**config.mk**
```make
export PLATFORM = sky130hd
export DESIGN_NAME = miss_request_reg
export DESIGN_NICKNAME = d
export VERILOG_FILES = /design/src/source/refill_pkg.sv /design/src/source/miss_request_reg.sv
export SDC_FILE = /design/constraint.sdc
export NUM_CORES = 1
export LEC_CHECK = 0
export ABC_AREA = 1
export BUFFER_PORTS_ARGS = -buffer_cell sky130_fd_sc_hd__buf_2
export CORE_MARGIN = 2
export CORE_UTILIZATION = 37
export DETAILED_ROUTE_END_ITERATION = 12
export PLACE_DENSITY = 0.74
export SLEW_MARGIN = 20
export SYNTH_ARGS = -nofsm -noshare
export SYNTH_HDL_FRONTEND = slang
export SYNTH_SLANG_ARGS = --single-unit
```
**constraint.sdc**
```tcl
create_clock -name clk -period 2 [get_ports clk]
set_input_delay 0.2 -clock clk [delete_from_list [all_inputs] [get_ports clk]]
set_output_delay 0.2 -clock clk [all_outputs]
set_load 0.01 [all_outputs]
```
**src/source/refill_pkg.sv**
```systemverilog
// shared types and line geometry for the data cache refill path, imported by every RTL module
package refill_pkg;

    localparam int line_words = 16; // 32-bit beats per cache line
    localparam int line_bits = 512;

    typedef enum logic {
        op_read = 1'b0,
        op_write = 1'b1
    } op_kind;

    // store widths are encoded as the byte mask of a naturally aligned access
    typedef enum logic [3:0] {
        width_byte = 4'b0001,
        width_half = 4'b0011,
        width_word = 4'b1111
    } store_width;

    typedef enum logic {
        miss_idle = 1'b0,
        miss_wait = 1'b1
    } miss_state;

endpackage

```
**src/source/miss_request_reg.sv**
```systemverilog
// holds the single outstanding miss, from its strobe until the refill finishes
module miss_request_reg
    import refill_pkg::*;
(
    input  logic        clk,
    input  logic        reset,
    input  logic        miss_valid,
    input  logic [31:0] miss_addr,
    input  op_kind      miss_op,
    input  store_width  miss_width,
    input  logic        miss_uncached,
    input  logic [31:0] miss_store_data,
    input  logic        fill_finish,
    output logic [31:0] req_addr,
    output op_kind      req_op,
    output store_width  req_width,
    output logic        req_uncached,
    output logic [31:0] req_store_data,
    output logic        busy
);

    miss_state state;
    logic      accept;

    assign accept = miss_valid && (state == miss_idle); // strobes while busy are ignored
    assign busy = (state == miss_wait);

    always_ff @(posedge clk) begin
        if (reset) begin
            state <= miss_idle;
        end else begin
            case (state)
                miss_idle: begin
                    if (accept) begin
                        state <= miss_wait;
                    end
                end
                miss_wait: begin
                    if (fill_finish) begin
                        state <= miss_idle; // the response goes out on this same edge
                    end
                end
                default: state <= miss_idle;
            endcase
        end
    end

    // fields stay frozen for the whole refill so buffer and commit agree on the request
    always_ff @(posedge clk) begin
        if (accept) begin
            req_addr <= miss_addr;
            req_op <= miss_op;
            req_width <= miss_width;
            req_uncached <= miss_uncached;
            req_store_data <= miss_store_data;
        end
    end

endmodule

```
==> results of run 1 <==
## stage by stage
step,area (sq um),setup WS (ns),utilization [%],total power [mW],hold WS [ns]
6_report,3190,0.700,57.3,3.20,0.0210
5_1_grt,3190,0.631,57.3,3.32,0.00332
4_1_cts,3190,0.697,57.3,3.24,0.00346
3_5_place_dp,2980,0.712,53.5,2.05,0.365
3_3_place_gp,2980,0.759,53.5,2.04,0.365
2_1_floorplan,2160,0.0784,-,1.88,0.262
## synth_stat cells (all sizes together)
cell type / count
edfxtp: 70
inv: 3
dfxtp: 1
a21oi: 1
nand2: 2
## registers in the layout, summed over array words and instances (netlist names)
signal,count
busy,1
req_addr,32
req_op,1
req_store_data,32
req_uncached,1
req_width,4
## per-layer routing
layer / up-vias / global-route usage, %
li1: 616 / -
met1: 615 / 12.8
met2: 83 / 22.8
met3: 7 / 8.54
met4: 0 / 8.14
met5: - / 0
## worst paths after layout
path	start	endpoint	slack [ns]	cells past startpoint
max	busy$_SDFF_PP0_	req_store_data[16]$_DFFE_PP_	0.70	4
min	reset	busy$_SDFF_PP0_	0.02	2
max reg2reg	busy$_SDFF_PP0_	req_store_data[16]$_DFFE_PP_	0.70	4
min reg2reg	busy$_SDFF_PP0_	busy$_SDFF_PP0_	0.50	2
## worst reg2reg max path: cells and delay by family (launching register included)
family / cells / cell delay, ns
buf+inv: 3 / 0.52
flops: 1 / 0.32
simple gates: 1 / 0.08
## cells by family after synthesis
| kind of cell | count (synthesis) | synth area share [%] |
|---|---|---|
| AOI/OAI and AO/OA | 1 | 0.407 |
| buffers and inverters | 3 | 0.523 |
| DFF | 71 | 98.6 |
| and+or+nand+nor | 2 | 0.465 |
## placed cells by master (no fill, tap or decap), types with 2 or more instances in the layout
master,synthesis,final
bufinv_16,0,2
clkinv_2,0,2
inv_1,3,2
clkinvlp_4,0,2
edfxtp_1,70,70
clkbuf_8,0,9
buf_2,0,144
buf_4,0,2
## power by group through the flow
| stage | logic [mW] | registers (mW) | clock network (mW) |
|---|---|---|---|
| floorplan | 0.0336 | 1.85 | 0 |
| CTS | 0.251 | 1.76 | 1.23 |
| detailed placement | 0.251 | 1.80 | 0 |
| global placement | 0.245 | 1.79 | 0 |
| finish | 0.246 | 1.76 | 1.19 |
| global route | 0.268 | 1.77 | 1.28 |
## area by class of cell
type / count / area [sq um]
Fill cell: 448 / 2380
Sequential cell: 71 / 2120
Timing Repair Buffer: 146 / 736
Clock buffer: 9 / 124
Tap cell: 72 / 90.1
Clock inverter: 6 / 86.3
Multi-Input combinational cell: 3 / 18.8
Inverter: 3 / 15.0
==> metrics.md, run 1 <==
| Metric | Value |
|---|---|
| Int Power | 2.55 mW |
| Post-CTS Setup Bufs | 0 |
| CTS tree | yes |
| Register area share after synthesis | 98.6% |
| Synth cell types | 6 |
| Clk Tree Root Cell | clkbuf_8 |
| Pins Over Slew Limit | 0 |
| Non-filler cells, final | 310 |
| Tcrit/Tclk final | 65.0% |
| Switch share | 20.4% |
| GPL Wtd Cong | 0.696 |
| Outcome | complete, no violations |
| Slowest cell on the critical path | buf_4 |
| Final setup fails | 0 |
| Vias in the first global route | 1356 |
| Min cycle time layout | 1.30 ns |
| Layout cells sized above 1 | 68.9% |
| Syn_area_per_cell | 27.9 sq um |
| Cts bufs inserted | 9 |
| Fin. Hold Viols | 0 |
| Critical Path Start Type | flop |
| CP Buf/Inv Count | 3 |
| Max_cap viols | 0 |
| Max-slew headroom | 70.2% |
| Synthesized cell area | 2150 sq um |
| Nets | 308 |
| Ys Warns | 0 |
| Top layer in use | met4 |
| DP Cell Count | 295 |
| Comb pwr share | 7.7% |
| M1 WL | 1430 um |
| Post-DP HPWL | 3330 um |
| CTS H-Tree Depth | 3 |
| Insertion delay to the later sink of the worst-skew pair | 0.33 ns |
| # hold bufs at CTS | 0 |
| Antenna violations before repair | 0 |
| Hold WC Path Type | in -> reg |
| 1st-pass router iterations | 4 |
| Crit Path Max Fanout | 37 |
| Crit path arrival time | 1.28 ns |
| Critical path, cell by cell | inv_1, nand2_2, clkinvlp_4, buf_4 |
| Gr usage total | 13.8% |
| Cell family with most CP delay | buffers and inverters |
| Gr ovfl total | 0 |
| Drt wl/cell | 14.1 um |
| Met2 WL post-DR | 2280 um |
| Area share of the largest cell type after synthesis | 97.7% |
| Final wirelength | 4380 um |
| Ports | 145 |
| RSZ-0062 raised after global routing | no |
| DRT antenna net count | 0 |
| Wire length on met3 | 611 um |
| Die Y | 80.3 um |
| Clock skew | 0.00861 ns |
| Yosys reg bits | 71 |
| Data required time of the critical path | 1.97 ns |
| Pwr dens | 1000 nW/um^2 |
| Worst path max stage delay | 0.38 ns |
| Via count | 1321 |
| Largest area contributor in the netlist | edfxtp_1 |
| Clk network pwr share | 37.2% |
| Critical Path Sink Type | flop |
| Initial Utilization | 38.6% |
| Site Rows | 27 |
| Worst-path clk slew | 0.07 ns |
| P&R area growth vs syn | 48.3% |
| Net Sw Power | 0.652 mW |
| # DRC | 0 |
| Largest net degree at the start of global routing | 38 |
| Peak supply drop | 0.000580 V |
| Setup TNS Final | 0 ns |
| Die Wd | 80.3 um |
| # clock sinks | 71 |
| DRT iter0 DRCs | 36 |
| Mapped Cells | 77 |
| Max Fclk | 769 MHz |
| Leakage | 1.38 nW |
| Post-CTS sizing | 0 |
| Kind of critical path | reg -> reg |
| Synth top area cells | edfxtp_1, dfxtp_1, inv_1 |
| Die footprint | 6440 sq um |
| First-pass GRT wire length | 6250 um |
| I/O Buffers | 144 |
| Post-Syn Nets | 151 |
| Bufs on Longest Clock Path | 2 |
| Sequential share of power | 55.1% |
| Core Area | 5570 sq um |
| Worst slew pin tran | 0.447 ns |
| ANT cells | 0 |
| Vias/cell | 4.26 |
Power figures use the tool's default switching activity.
==> inputs of run 2 (changes only) <==
- CORE_UTILIZATION: 37 -> 40
- PLACE_DENSITY: 0.74 -> 0.76
- clock period: 2 -> 1.2 ns (I/O delays scaled with it)
==> metrics.md, run 2 (synthesized netlist as in run 1, its figures left out) <==
| Metric | Value |
|---|---|
| Outcome | complete, no violations |
| Post-DP HPWL | 3130 um |
| Worst-path clk slew | 0.07 ns |
| P&R area growth vs syn | 81.4% |
| Max_cap viols | 0 |
| Worst slew pin tran | 0.188 ns |
| Setup TNS Final | 0 ns |
| # clock sinks | 71 |
| Vias/cell | 4.36 |
| Crit path arrival time | 1.14 ns |
| Clock skew | 0.00660 ns |
| Critical Path Start Type | flop |
| Bufs on Longest Clock Path | 2 |
| Site Rows | 26 |
| Drt wl/cell | 16.9 um |
| I/O Buffers | 144 |
| Slowest cell on the critical path | dfxtp_2 |
| CP Buf/Inv Count | 3 |
| Crit Path Max Fanout | 36 |
| Critical path, cell by cell | inv_2, nand2_2, clkinvlp_4, buf_12 |
| Hold WC Path Type | in -> reg |
| First-pass GRT wire length | 9590 um |
| Pwr dens | 1380 nW/um^2 |
| Pins Over Slew Limit | 0 |
| Clk Tree Root Cell | clkbuf_8 |
| Via count | 1655 |
| Commonest non-fill, non-tap cell in the layout | buf_2 |
| Tcrit/Tclk final | 92.2% |
| Final wirelength | 6410 um |
| Min cycle time layout | 1.11 ns |
| Worst R2R Path Depth | 4 |
| ANT cells | 0 |
| Final core occ | 75.9% |
| Fin. Hold Viols | 0 |
| CTS H-Tree Depth | 3 |
| Reg-to-reg setup timing slack | 0.09 ns |
| Max Fclk | 904 MHz |
| Largest net degree at the start of global routing | 37 |
| Die Y | 77.4 um |
| Kind of critical path | reg -> reg |
| Worst flop-to-flop path startpoint | busy$_SDFF_PP0_ |
| Hold Startpoint | fill_finish |
| # fillers | 307 |
| RSZ-0062 raised after global routing | no |
| Final setup fails | 0 |
| Cell family with most CP delay | buffers and inverters |
| Insertion delay to the later sink of the worst-skew pair | 0.33 ns |
| CTS tree | yes |
| Die Wd | 77.4 um |
| Min-Delay Path Depth | 4 |
| Pwr Total | 5.37 mW |
| Leakage | 1.67 nW |
| Layout cells sized above 1 | 52.9% |
| Worst path max stage delay | 0.34 ns |
| Biggest regs | req_addr x32, req_store_data x32, req_width x4 |
| Max-slew headroom | 87.5% |
| Ports | 145 |
| Die footprint | 5980 sq um |
| # DRC | 0 |
| Peak supply drop | 0.00119 V |
| Gr ovfl total | 0 |
| DRT iter0 DRCs | 104 |
| Gr usage total | 22.5% |
| Data required time of the critical path | 1.23 ns |
| DP Cell Count | 293 |
| Initial Utilization | 41.9% |
| DRT antenna net count | 0 |
| Commonest non-fill, non-tap cells in the layout | buf_2, dlygate4sd3_1, edfxtp_1 |
| Nets | 379 |
| Critical Path Sink Type | flop |
| Non-filler cells, final | 380 |
| Worst Hold End | busy$_SDFF_PP0_ |
| Crit Reg-Reg Endpoint | req_store_data[31]$_DFFE_PP_ |
| Vias in the first global route | 1831 |
| Core Area | 5140 sq um |
| GPL Wtd Cong | 0.706 |
| 1st-pass router iterations | 4 |
| Antenna violations before repair | 0 |
| Cts bufs inserted | 9 |
-- run 2: changes by cell type in the layout (fill, tap and decap cells not counted), moves of 2 or more --
cell	change
clkinv_1	+3
buf_4	-2
buf_12	+2
dlygate4sd3_1	+71
-- run 2: power breakdown --
group	switching [mW]	internal (mW)
logic	0.283	0.347
registers	0.0472	2.91
clock network	0.849	0.942
-- run 2: per-stage QoR --
stage,hold WS [ns],setup slack (ns),area [sq um]
4_1_cts,0.0319,0.124,3900
2_1_floorplan,0.175,-0.666,2160
3_3_place_gp,0.276,0.146,3010
3_5_place_dp,0.276,0.132,3010
6_report,0.0560,0.0933,3900
5_1_grt,0.0581,0.0526,3900
-- run 2: worst max path at each step --
| stage | start | to | slack, ns | cells past startpoint |
|---|---|---|---|---|
| floorplan | busy$_SDFF_PP0_ | req_addr[0]$_DFFE_PP_ | -0.67 | 3 |
| global placement | busy$_SDFF_PP0_ | req_store_data[22]$_DFFE_PP_ | 0.15 | 4 |
| detailed placement | busy$_SDFF_PP0_ | req_addr[8]$_DFFE_PP_ | 0.13 | 4 |
| CTS | busy$_SDFF_PP0_ | req_width[0]$_DFFE_PP_ | 0.12 | 4 |
| global route | busy$_SDFF_PP0_ | req_width[0]$_DFFE_PP_ | 0.05 | 4 |
| finish | busy$_SDFF_PP0_ | req_store_data[31]$_DFFE_PP_ | 0.09 | 4 |
-- run 2: layout make-up --
class	count	area (sq um)	area share, %
well taps	70	87.6	2.24
flip-flops and latches	71	2120	54.4
repair buffers	217	1470	37.7
clock inverters	7	63.8	1.63
inverters	3	15.0	0.385
clock buffers	9	124	3.17
multi-input cells	3	18.8	0.481
-- run 2: worst reg2reg max path: stages (launching register included) --
cell	delay [ns]
dfxtp_2	0.34
inv_2	0.05
nand2_2	0.06
clkinvlp_4	0.12
buf_12	0.22
-- run 2: what timing repair did --
action / 4_1_cts / 5_1_grt
gates resized for setup: 0 / 0
hold endpoints to repair: 71 / 0
setup buffers: 0 / 0
hold buffers: 71 / 0
-- run 2: per-layer routing --
metal  global-route usage, %  share of wire [%]
met1                    25.1                 37
met3                    7.21                7.9
met4                    7.86                2.2
met5                       0                  0
met2                    40.5                 53
