**src/source/refill_pkg.sv**
```systemverilog
// shared types and line geometry for the data cache refill path, imported by every RTL module
package refill_pkg;

    localparam int line_words = 16; // 32-bit beats per cache line
    localparam int line_bits = 512;

    typedef enum logic {
        op_read = 1'b0,
        op_write = 1'b1
    } op_kind;

    // store widths are encoded as the byte mask of a naturally aligned access
    typedef enum logic [3:0] {
        width_byte = 4'b0001,
        width_half = 4'b0011,
        width_word = 4'b1111
    } store_width;

    typedef enum logic {
        miss_idle = 1'b0,
        miss_wait = 1'b1
    } miss_state;

endpackage

```
**src/source/return_buffer.sv**
```systemverilog
// collects the returned memory beats into one cache line and merges the store data of a write miss
module return_buffer
    import refill_pkg::*;
(
    input  logic                 clk,
    input  logic                 reset,
    input  logic [31:0]          req_addr,
    input  op_kind               req_op,
    input  store_width           req_width,
    input  logic                 req_uncached,
    input  logic [31:0]          req_store_data,
    input  logic                 ret_valid,
    input  logic                 ret_last,
    input  logic [31:0]          ret_data,
    output logic [line_bits-1:0] line_out,
    output logic                 fill_finish
);

    localparam int count_bits = $clog2(line_words);

    logic [count_bits-1:0] count;
    logic                  last_seen;
    logic                  last_edge;
    logic                  merge_hit;
    logic [31:0]           beat_word;

    // ret_last may stay high for several cycles, only the first one ends the fill
    assign last_edge = ret_valid && ret_last && !last_seen;

    assign merge_hit = !req_uncached && (req_op == op_write)
                       && (count == req_addr[count_bits+1:2]);

    always_comb begin
        beat_word = ret_data;
        if (merge_hit) begin
            case (req_width)
                width_byte: beat_word[req_addr[1:0]*8 +: 8] = req_store_data[7:0];
                width_half: beat_word[req_addr[1]*16 +: 16] = req_store_data[15:0];
                width_word: beat_word = req_store_data;
                default: beat_word = ret_data; // unknown width leaves the beat untouched
            endcase
        end
    end

    always_ff @(posedge clk) begin
        if (reset) begin
            count <= '0;
            last_seen <= 1'b0;
            fill_finish <= 1'b0;
        end else begin
            last_seen <= ret_valid && ret_last;
            fill_finish <= last_edge;
            if (last_edge) begin
                count <= '0;
            end else if (ret_valid) begin
                count <= count + 1'b1;
            end
        end
    end

    // beats enter at the top so beat 0 ends up in word 0 after sixteen shifts
    always_ff @(posedge clk) begin
        if (ret_valid) begin
            if (req_uncached) begin
                line_out <= {{(line_bits-32){1'b0}}, ret_data};
            end else begin
                line_out <= {beat_word, line_out[line_bits-1:32]};
            end
        end
    end

endmodule

```
**config.mk**
```make
export PLATFORM = sky130hd
export DESIGN_NAME = return_buffer
export DESIGN_NICKNAME = d
export VERILOG_FILES = /design/src/source/refill_pkg.sv /design/src/source/return_buffer.sv
export SDC_FILE = /design/constraint.sdc
export NUM_CORES = 1
export LEC_CHECK = 0
export BUFFER_PORTS_ARGS = -buffer_cell sky130_fd_sc_hd__buf_2
export CELL_PAD_IN_SITES_DETAIL_PLACEMENT = 1
export CELL_PAD_IN_SITES_GLOBAL_PLACEMENT = 2
export CORE_MARGIN = 5
export CORE_UTILIZATION = 35
export DETAILED_ROUTE_END_ITERATION = 8
export PLACE_DENSITY = 0.82
export SKIP_LAST_GASP = 1
export SLEW_MARGIN = 20
export SYNTH_ARGS = -nofsm -noshare
export SYNTH_HDL_FRONTEND = slang
export SYNTH_SLANG_ARGS = --single-unit
```
**constraint.sdc**
```tcl
create_clock -name clk -period 3.5 [get_ports clk]
set_clock_uncertainty 0.2 [all_clocks]
set_input_delay 0.7 -clock clk [delete_from_list [all_inputs] [get_ports clk]]
set_output_delay 0.7 -clock clk [all_outputs]
set_load 0.005 [all_outputs]
```
==> impl_metrics.env, run 1 <==
export IMPL_cts_buffer_depth=3
export IMPL_synthCells=1247
export IMPL_syn_cell_area_um2=20300
export IMPL_synth_area_leaders="edfxtp_1 76%, nor2b_1 14%, mux2_2 2.7%"
export IMPL_tns_ps=0
export IMPL_syn_to_final_growth_pct=29.0
export IMPL_yosysWarningCount=0
export IMPL_drc=0
export IMPL_finalPower_uw=14800
export IMPL_worstPathMaxFanout=9
export IMPL_clkLatencyLatePin_ps=600
export IMPL_cp_start_kind="primary input"
export IMPL_worstSetupPathType="in2reg"
export IMPL_ant_nets=0
export IMPL_start_util_pct=35.3
export IMPL_fin_crit_sh_pct=67.0
export IMPL_crit_required_ps=3710
export IMPL_drtIter0Drc=950
export IMPL_rows=88
export IMPL_fmax_mhz=426
export IMPL_ios=619
export IMPL_cts_setup_buffers=0
export IMPL_seq_area_frac_synth_pct=76.2
export IMPL_cts_buffers=55
export IMPL_nets=1969
export IMPL_min_delay_start="reset"
export IMPL_yosysMostFrequentCell="edfxtp_1"
export IMPL_yosysUniqueCellTypes=47
export IMPL_synthTopCellsByCount="512 x edfxtp_1, 451 x nor2b_1, 60 x clkbuf_1"
export IMPL_hold_depth=2
export IMPL_r2r_end="line_out[502]$_SDFFCE_PP0P_"
export IMPL_synth_fp_nets=1359
export IMPL_hold_buffers=0
export IMPL_ys_seq_elements=518
export IMPL_clock_root_buffer="clkbuf_16"
export IMPL_p_per_area_nw_per_um2=565
export IMPL_place_gp_congestion=0.905
export IMPL_vias_per_cell=4.91
export IMPL_synth_area_leader_cell="edfxtp_1"
export IMPL_worstPathArrival_ps=2560
export IMPL_slowest_delay_ps=480
export IMPL_vdd_drop_max_mv=0.395
export IMPL_slew_viol_final=0
export IMPL_totalWireLength_mm=69.7
export IMPL_synth_edf_count=512
export IMPL_min_path_type="in2reg"
export IMPL_vias=13100
export IMPL_grt_use_total_pct=21.0
export IMPL_r2r_start="count[2]$_SDFFE_PP0P_"
export IMPL_grt_max_degree=108
export IMPL_ctsHtreeMaxLevel=2
export IMPL_grt_first_pass_wirelength_mm=97.3
export IMPL_ctsResizeCount=0
export IMPL_die_h_um=251
export IMPL_cts_sinks=518
export IMPL_finalCriticalPeriod_ps=2350
export IMPL_status="completed"
export IMPL_path_clk_slew_ps=60
export IMPL_tritoncts="yes"
export IMPL_slew_headroom_pct=48.5
export IMPL_ys_flop_type="edfxtp_1"
export IMPL_rsz0062_at_grt="no"
export IMPL_async_flop_share_pct=0
export IMPL_p_leak_uw=0.0104
export IMPL_reg2reg_slack_ps=1210
export IMPL_tightest_slew_ps=769
export IMPL_setup_viol=0
export IMPL_whs_ps=98.5
export IMPL_crit_path_end_kind="flop"
export IMPL_hold_viol_final=0
export IMPL_synth_top_area_share_pct=75.6
export IMPL_hpwl_mm=52.9
export IMPL_detail_route_first_pass_iterations=5
export IMPL_gr_total_overflow=0
export IMPL_path_cells="buf_2, inv_1, ha_1, nor4bb_1, buf_4, a22o_1, a222oi_1, a211oi_1"
export IMPL_r2r_cells=6
export IMPL_worstHoldEndpoint="last_seen$_SDFF_PP0_"
export IMPL_max_cap_viol_count=0
export IMPL_die_area_um2=63000
export IMPL_drive_gt1_share_pct=40.3
export IMPL_core_area_um2=57600
export IMPL_critPathSlowestCell="nor4bb_1"
export IMPL_die_w_um=251
export IMPL_port_buffers=592
export IMPL_grt_pass1_vias=13700
export IMPL_synth_area_per_cell_um2=16.3
export IMPL_wl_per_cell_um=26.1
export IMPL_antenna_found_initial=12
==> worst max-delay path by stage <==
| stage | end | depth (start not counted) | start |
|---|---|---|---|
| 6_report | line_out[509]$_SDFFCE_PP0P_ | 8 | req_addr[0] |
| 3_3_place_gp | line_out[509]$_SDFFCE_PP0P_ | 8 | req_addr[0] |
| 3_5_place_dp | line_out[504]$_SDFFCE_PP0P_ | 8 | req_addr[0] |
| 5_1_grt | line_out[507]$_SDFFCE_PP0P_ | 8 | req_addr[0] |
| 4_1_cts | line_out[491]$_SDFFCE_PP0P_ | 5 | count[2]$_SDFFE_PP0P_ |
| 2_1_floorplan | line_out[505]$_SDFFCE_PP0P_ | 8 | req_addr[1] |
==> cells by family (layout without fill, tap and decap cells) <==
family	count (synthesis)	in the layout	share of synthesized area, %
and+or+nand+nor	493	493	15.0
other	0	1	0
muxes	49	49	2.71
xor gates and xnor gates	7	7	0.301
buffers and inverters	77	734	1.56
DFF	518	518	76.2
adders and majority gates	6	6	0.369
AOI/OAI and AO/OA	97	97	3.87
==> power breakdown <==
part           leakage [uW]  internal [uW]  switching, uW
Sequential          0.00526           7250            250
Clock              0.000922           3670           2460
Combinational       0.00425            502            695
==> sequential cells by signal, indices dropped and copies added, names as in the netlist <==
signal,cells
count,4
fill_finish,1
last_seen,1
line_out,512
==> critical path: cells and delay by family <==
kind,cells,cell delay (ps)
AOI/OAI and AO/OA,3,490
buffers and inverters,3,520
and+or+nand+nor,1,480
adders and majority gates,1,370
==> stage by stage <==
step	area (um2)	std cells	utilization, %	worst slack, ps
detailed placement	24300	2565	42.3	589
floorplan	20300	1247	-	742
global route	26200	2669	45.6	1080
CTS	26200	2669	45.6	1180
finish	26200	2670	45.6	1150
global placement	24300	2565	42.3	668
==> cell usage in the layout, fill, tap and decap left out, types with 2 or more instances in the layout <==
cell type | Yosys | final
buf_2 | 5 | 590
edfxtp_1 | 512 | 512
nor2b_1 | 451 | 451
clkbuf_16 | 0 | 56
mux2_2 | 48 | 48
buf_4 | 2 | 24
a22o_1 | 22 | 22
a21oi_1 | 17 | 17
a22oi_1 | 15 | 15
nand2_1 | 13 | 13
clkinv_2 | 0 | 10
nor2_1 | 9 | 9
clkbuf_1 | 60 | 9
bufinv_16 | 0 | 9
a222oi_1 | 8 | 8
a211oi_1 | 8 | 8
o2bb2ai_1 | 8 | 8
clkinv_1 | 0 | 8
buf_12 | 0 | 8
a311oi_1 | 7 | 7
inv_1 | 6 | 6
xor2_1 | 6 | 6
ha_1 | 6 | 6
dfxtp_1 | 6 | 6
clkinvlp_4 | 0 | 5
clkbuf_8 | 0 | 3
nand3_1 | 2 | 2
and2_1 | 2 | 2
nor3_1 | 3 | 2
o21ai_0 | 2 | 2
nor4bb_1 | 3 | 2
a31oi_1 | 2 | 2
inv_6 | 0 | 2
buf_8 | 0 | 2
==> layout make-up <==
cell class,instances,area [um2]
fillers,5919,31300
flip-flops and latches,518,15500
multi-input cells,652,4540
repair buffers,624,3320
clock buffers,68,1480
well taps,765,957
clock inverters,36,430
inverters,6,22.5
diodes,1,2.50
==> layer usage <==
metal / global-route usage, % / wire length [um] / vias up
met2: 34.6 / 33100 / 661
met3: 7.79 / 7180 / 123
met4: 6.55 / 2330 / 8
li1: - / - / 5751
met1: 26.0 / 27100 / 6556
met5: 0 / 43 / -
Power figures use the tool's default switching activity.
==> run 2, diff against run 1 <==
Clock period 3.5 ns to 2.33 ns, I/O delays scaled along.
==> run 2 against run 1 <==
Compared with the run above: sequential share of layout area decreased by 0.39 points; critical path depth shrank 1; register-to-register slack got worse by 1100 ps; highest routed layer is now met4; die area stayed put; final area grew 0.67%; core utilization up 0.31 points; routed wire length grew 2.5%; hold slack lost 63 ps; first-iteration DRC count is 11% higher.
==> impl_metrics.env, run 2 (synthesis gave the netlist of run 1 again) <==
export IMPL_vias_per_cell=4.88
export IMPL_drc=0
export IMPL_slew_headroom_pct=52.5
export IMPL_die_area_um2=63000
export IMPL_post_place_ws_ps=-133
export IMPL_cts_sinks=518
export IMPL_cts_buffers=55
export IMPL_worstHoldEndpoint="line_out[482]$_SDFFCE_PP0P_"
export IMPL_port_buffers=592
export IMPL_ant_nets=0
export IMPL_tritoncts="yes"
export IMPL_status="completed"
export IMPL_p_leak_uw=0.0106
export IMPL_reg_top3="line_out: 512 flops, count: 4 flops"
export IMPL_rows=88
export IMPL_multi_input_area_um2=4540
export IMPL_core_area_um2=57600
export IMPL_final_common_cell="buf_2"
export IMPL_ios=619
export IMPL_grt_busiest_layer="met2"
export IMPL_detail_route_first_pass_iterations=8
export IMPL_slew_viol_final=0
export IMPL_hold_depth=2
export IMPL_die_w_um=251
export IMPL_r2r_cells=7
export IMPL_startpoint="count[2]$_SDFFE_PP0P_"
export IMPL_grt_pass1_vias=13600
export IMPL_max_cap_viol_count=0
export IMPL_vdd_drop_max_mv=0.513
export IMPL_cts_buffer_depth=3
export IMPL_die_h_um=251
export IMPL_r2r_start="count[2]$_SDFFE_PP0P_"
export IMPL_grt_first_pass_wirelength_mm=99.1
export IMPL_worstPathArrival_ps=2340
export IMPL_whs_ps=35.8
export IMPL_largest_register_ffs=512
export IMPL_gr_usage_met2_pct=35.4
export IMPL_grt_util_met1_pct=27.1
export IMPL_wl_per_cell_um=26.5
export IMPL_hold_viol_final=0
export IMPL_p_per_area_nw_per_um2=820
export IMPL_clock_root_buffer="clkbuf_16"
export IMPL_fmax_mhz=457
export IMPL_min_path_type="in2reg"
export IMPL_grt_use_total_pct=21.4
export IMPL_final_setup_worst_slack_ps=140
export IMPL_min_delay_start="ret_data[2]"
export IMPL_clkLatencyLatePin_ps=610
export IMPL_r2r_end="line_out[495]$_SDFFCE_PP0P_"
export IMPL_drtIter0Drc=1059
export IMPL_totalWireLength_mm=71.5
export IMPL_layout_common_cells="590 x buf_2, 512 x edfxtp_1, 451 x nor2b_1"
export IMPL_reg2reg_slack_ps=140
export IMPL_crit_path_end_kind="flop"
export IMPL_fin_crit_sh_pct=94.0
export IMPL_worstPathMaxFanout=9
export IMPL_place_gp_congestion=0.919
export IMPL_path_clk_slew_ps=60
export IMPL_finalCriticalPeriod_ps=2190
export IMPL_setup_viol=0
export IMPL_cp_start_kind="flop"
export IMPL_nFillCells=5903
export IMPL_crit_required_ps=2480
export IMPL_gr_total_overflow=0
export IMPL_vias=13200
export IMPL_syn_to_final_growth_pct=29.9
export IMPL_regMostFlops="line_out"
export IMPL_rsz0062_at_grt="no"
export IMPL_grt_util_met3_pct=7.54
export IMPL_start_util_pct=35.3
export IMPL_ctsHtreeMaxLevel=2
export IMPL_hpwl_mm=54.9
export IMPL_drive_gt1_share_pct=40.8
export IMPL_tightest_slew_ps=713
export IMPL_worstSetupPathType="reg2reg"
export IMPL_grt_max_degree=150
export IMPL_antenna_found_initial=4
export IMPL_nets=1999
export IMPL_register_area_um2=15500
[run 2: cell type report]
type,instances,share of cell area [%]
Sequential cell,518,58.6
Multi-Input combinational cell,652,17.2
Timing Repair Buffer,654,13.8
Clock buffer,64,5.50
Tap cell,765,3.62
Clock inverter,40,1.12
Inverter,6,0.0852
Antenna cell,1,0.00947
[run 2: where the power goes]
group          switching, uW  internal (uW)
Combinational           1060            798
Clock                   3710           4810
Sequential               401          10900
[run 2: stage by stage]
stage / TNS, ps / power, uW / instance area [um2] / instances / utilization [%]
floorplan: 0 / 11900 / 20300 / 1247 / -
global placement: -776 / 13300 / 24600 / 2589 / 42.7
detailed placement: -1670 / 13400 / 24600 / 2589 / 42.7
CTS: 0 / 21900 / 26400 / 2699 / 45.9
global route: 0 / 22500 / 26400 / 2699 / 45.9
finish: 0 / 21700 / 26400 / 2700 / 45.9
[run 2: critical path, cell delays in order, from the launching register on]
cell and delay, ps:
dfxtp_1 340, xor2_1 180, buf_4 150, a2111oi_4 300, buf_4 230, buf_4 150, a31oi_2 190, o2bb2ai_1 190
[run 2: worst max-delay path by stage]
stage	endpoint	cells after the start	slack, ps
after floorplan	line_out[496]$_SDFFCE_PP0P_	8	20
after global placement	line_out[511]$_SDFFCE_PP0P_	8	-130
after detailed placement	line_out[495]$_SDFFCE_PP0P_	8	-130
after CTS	line_out[495]$_SDFFCE_PP0P_	7	60
after global routing	line_out[495]$_SDFFCE_PP0P_	7	50
final	line_out[495]$_SDFFCE_PP0P_	7	140
[run 2: per-layer routing]
metal / up-vias / routed length [um] / share of wire [%]
li1: 5814 / - / -
met2: 645 / 33900 / 47
met1: 6609 / 28500 / 40
met4: 0 / 2060 / 2.9
met5: - / 0 / 0
met3: 119 / 7040 / 9.8
[run 2: what timing repair did]
item                       4_1_cts  5_1_grt
hold buffers                     6        0
hold endpoints to repair         7        0
gates resized for setup          0        1
setup endpoints to repair        0        7
setup buffers                    0        0
==> run 3, diff against run 2 <==
Settings changed: SETUP_SLACK_MARGIN from default to 0.2, TNS_END_PERCENT from default to 20.
==> run 3 against run 2 <==
Compared with the run above: maximum frequency rose by 3.7%; combinational power rose by 3%; global-route usage up 0.31 points; sequential share of layout area is 0.80 points lower; count of clock-buffer cells in the layout grew 2; clock power rose by 3.8%; sequential power hardly changed; flip-flop and latch count did not move.
==> impl_metrics.env, run 3 (synthesis gave the netlist of run 1 again) <==
export IMPL_status="completed"
export IMPL_tritoncts="yes"
export IMPL_reg2reg_slack_ps=340
export IMPL_grt_first_pass_wirelength_mm=101
export IMPL_min_path_type="in2reg"
export IMPL_slew_headroom_pct=62.2
export IMPL_max_cap_viol_count=0
export IMPL_gr_total_overflow=0
export IMPL_syn_to_final_growth_pct=31.7
export IMPL_r2r_cells=6
export IMPL_reg_top3="line_out: 512 flops, count: 4 flops"
export IMPL_core_area_um2=57600
export IMPL_antenna_found_initial=7
export IMPL_cts_buffer_depth=3
export IMPL_r2r_start="count[1]$_SDFFE_PP0P_"
export IMPL_fin_crit_sh_pct=90.6
export IMPL_drive_gt1_share_pct=41.8
export IMPL_setup_viol=0
export IMPL_p_leak_uw=0.0107
export IMPL_die_w_um=251
export IMPL_final_common_cell="buf_2"
export IMPL_clock_root_buffer="clkbuf_16"
export IMPL_die_area_um2=63000
export IMPL_grt_pass1_vias=13900
export IMPL_clkLatencyLatePin_ps=610
export IMPL_nets=2031
export IMPL_finish_utilization_pct=46.5
export IMPL_whs_ps=40.0
export IMPL_crit_path_end_kind="flop"
export IMPL_fmax_mhz=474
export IMPL_regMostFlops="line_out"
export IMPL_finalCriticalPeriod_ps=2110
export IMPL_detail_route_first_pass_iterations=6
export IMPL_slew_viol_final=0
export IMPL_largest_register_ffs=512
export IMPL_cts_buffers=55
export IMPL_grt_max_degree=95
export IMPL_ios=619
export IMPL_vias_per_cell=4.88
export IMPL_drc=0
export IMPL_vdd_drop_max_mv=0.565
export IMPL_totalWireLength_mm=72.2
export IMPL_tightest_slew_ps=568
export IMPL_wl_per_cell_um=26.5
export IMPL_crit_required_ps=2600
export IMPL_r2r_end="line_out[487]$_SDFFCE_PP0P_"
export IMPL_crit_end="line_out[487]$_SDFFCE_PP0P_"
export IMPL_cts_setup_buffers=0
export IMPL_layout_common_cells="590 x buf_2, 512 x edfxtp_1, 451 x nor2b_1"
export IMPL_place_gp_congestion=0.900
export IMPL_cts_sinks=518
export IMPL_p_per_area_nw_per_um2=823
export IMPL_hold_viol_final=0
export IMPL_start_util_pct=35.3
export IMPL_vias=13300
export IMPL_path_clk_slew_ps=70
export IMPL_ant_nets=0
export IMPL_min_delay_start="ret_data[1]"
export IMPL_startpoint="req_uncached"
export IMPL_worstPathMaxFanout=8
export IMPL_worstPathArrival_ps=2380
export IMPL_grt_use_total_pct=21.8
export IMPL_cp_start_kind="primary input"
export IMPL_ctsHtreeMaxLevel=2
export IMPL_rows=88
export IMPL_tns_ps=0
export IMPL_port_buffers=592
export IMPL_rsz0062_at_grt="yes"
export IMPL_die_h_um=251
export IMPL_drtIter0Drc=1016
export IMPL_hpwl_mm=56.1
export IMPL_worstSetupPathType="in2reg"
run 3: changes by cell type in the layout (fill, tap and decap cells not counted), moves of 4 or more:
cell,before,now
clkinv_1,14,9
buf_4,41,67
clkbuf_1,7,11
clkinv_2,15,11
bufinv_16,3,7
run 3: per-layer routing:
metal	global-route usage [%]	wire, um	vias up
li1	-	-	5865
met1	27.0	28500	6718
met2	36.6	34900	627
met3	7.64	6980	112
met4	5.71	1930	0
met5	0	0	-
run 3: layout make-up:
type                            count  area [um2]
Fill cell                        5942       30800
Sequential cell                   518       15500
Multi-Input combinational cell    652        4580
Timing Repair Buffer              686        3930
Clock buffer                       66        1420
Tap cell                          765         957
Clock inverter                     34         389
Inverter                            6        22.5
Antenna cell                        1        2.50
run 3: how the worst min path moves through the flow:
stage	to	slack, ps	cells after the start
6_report	line_out[481]$_SDFFCE_PP0P_	40	2
5_1_grt	line_out[238]$_SDFFCE_PP0P_	20	1
4_1_cts	line_out[481]$_SDFFCE_PP0P_	10	2
3_5_place_dp	fill_finish$_SDFF_PP0_	220	1
3_3_place_gp	fill_finish$_SDFF_PP0_	210	1
2_1_floorplan	fill_finish$_SDFF_PP0_	200	1
run 3: where the power goes:
group / internal (uW) / total, uW / leakage, uW / switching, uW
Sequential: 10900 / 11300 / 0.00526 / 389
Clock: 5130 / 8840 / 0.000881 / 3710
Combinational: 839 / 1920 / 0.00460 / 1080
Total: 16900 / 22000 / 0.0107 / 5180
run 3: worst max-delay path: stages:
cell and delay [ps]:
dlygate4sd3_1 570, buf_8 150, a2111oi_4 340, buf_4 210, buf_4 150, o211a_2 310, a22o_1 180
run 3: repair_timing:
action / CTS / global route
gates cloned: 0 / 0
endpoints found under the hold margin: 12 / 0
endpoints found under the setup margin: 7 / 12
pin swaps: 0 / 1
hold buffers: 9 / 0
gates resized for setup: 2 / 2
run 3: per-stage QoR:
step | instances | power [uW] | instance area (um2) | worst slack [ps]
after floorplan | 1247 | 11900 | 20400 | 111
after global placement | 2618 | 13400 | 24900 | -184
after detailed placement | 2618 | 13400 | 24900 | -188
after CTS | 2727 | 22300 | 26800 | 200
after global routing | 2727 | 22900 | 26800 | 183
final | 2728 | 22000 | 26800 | 219
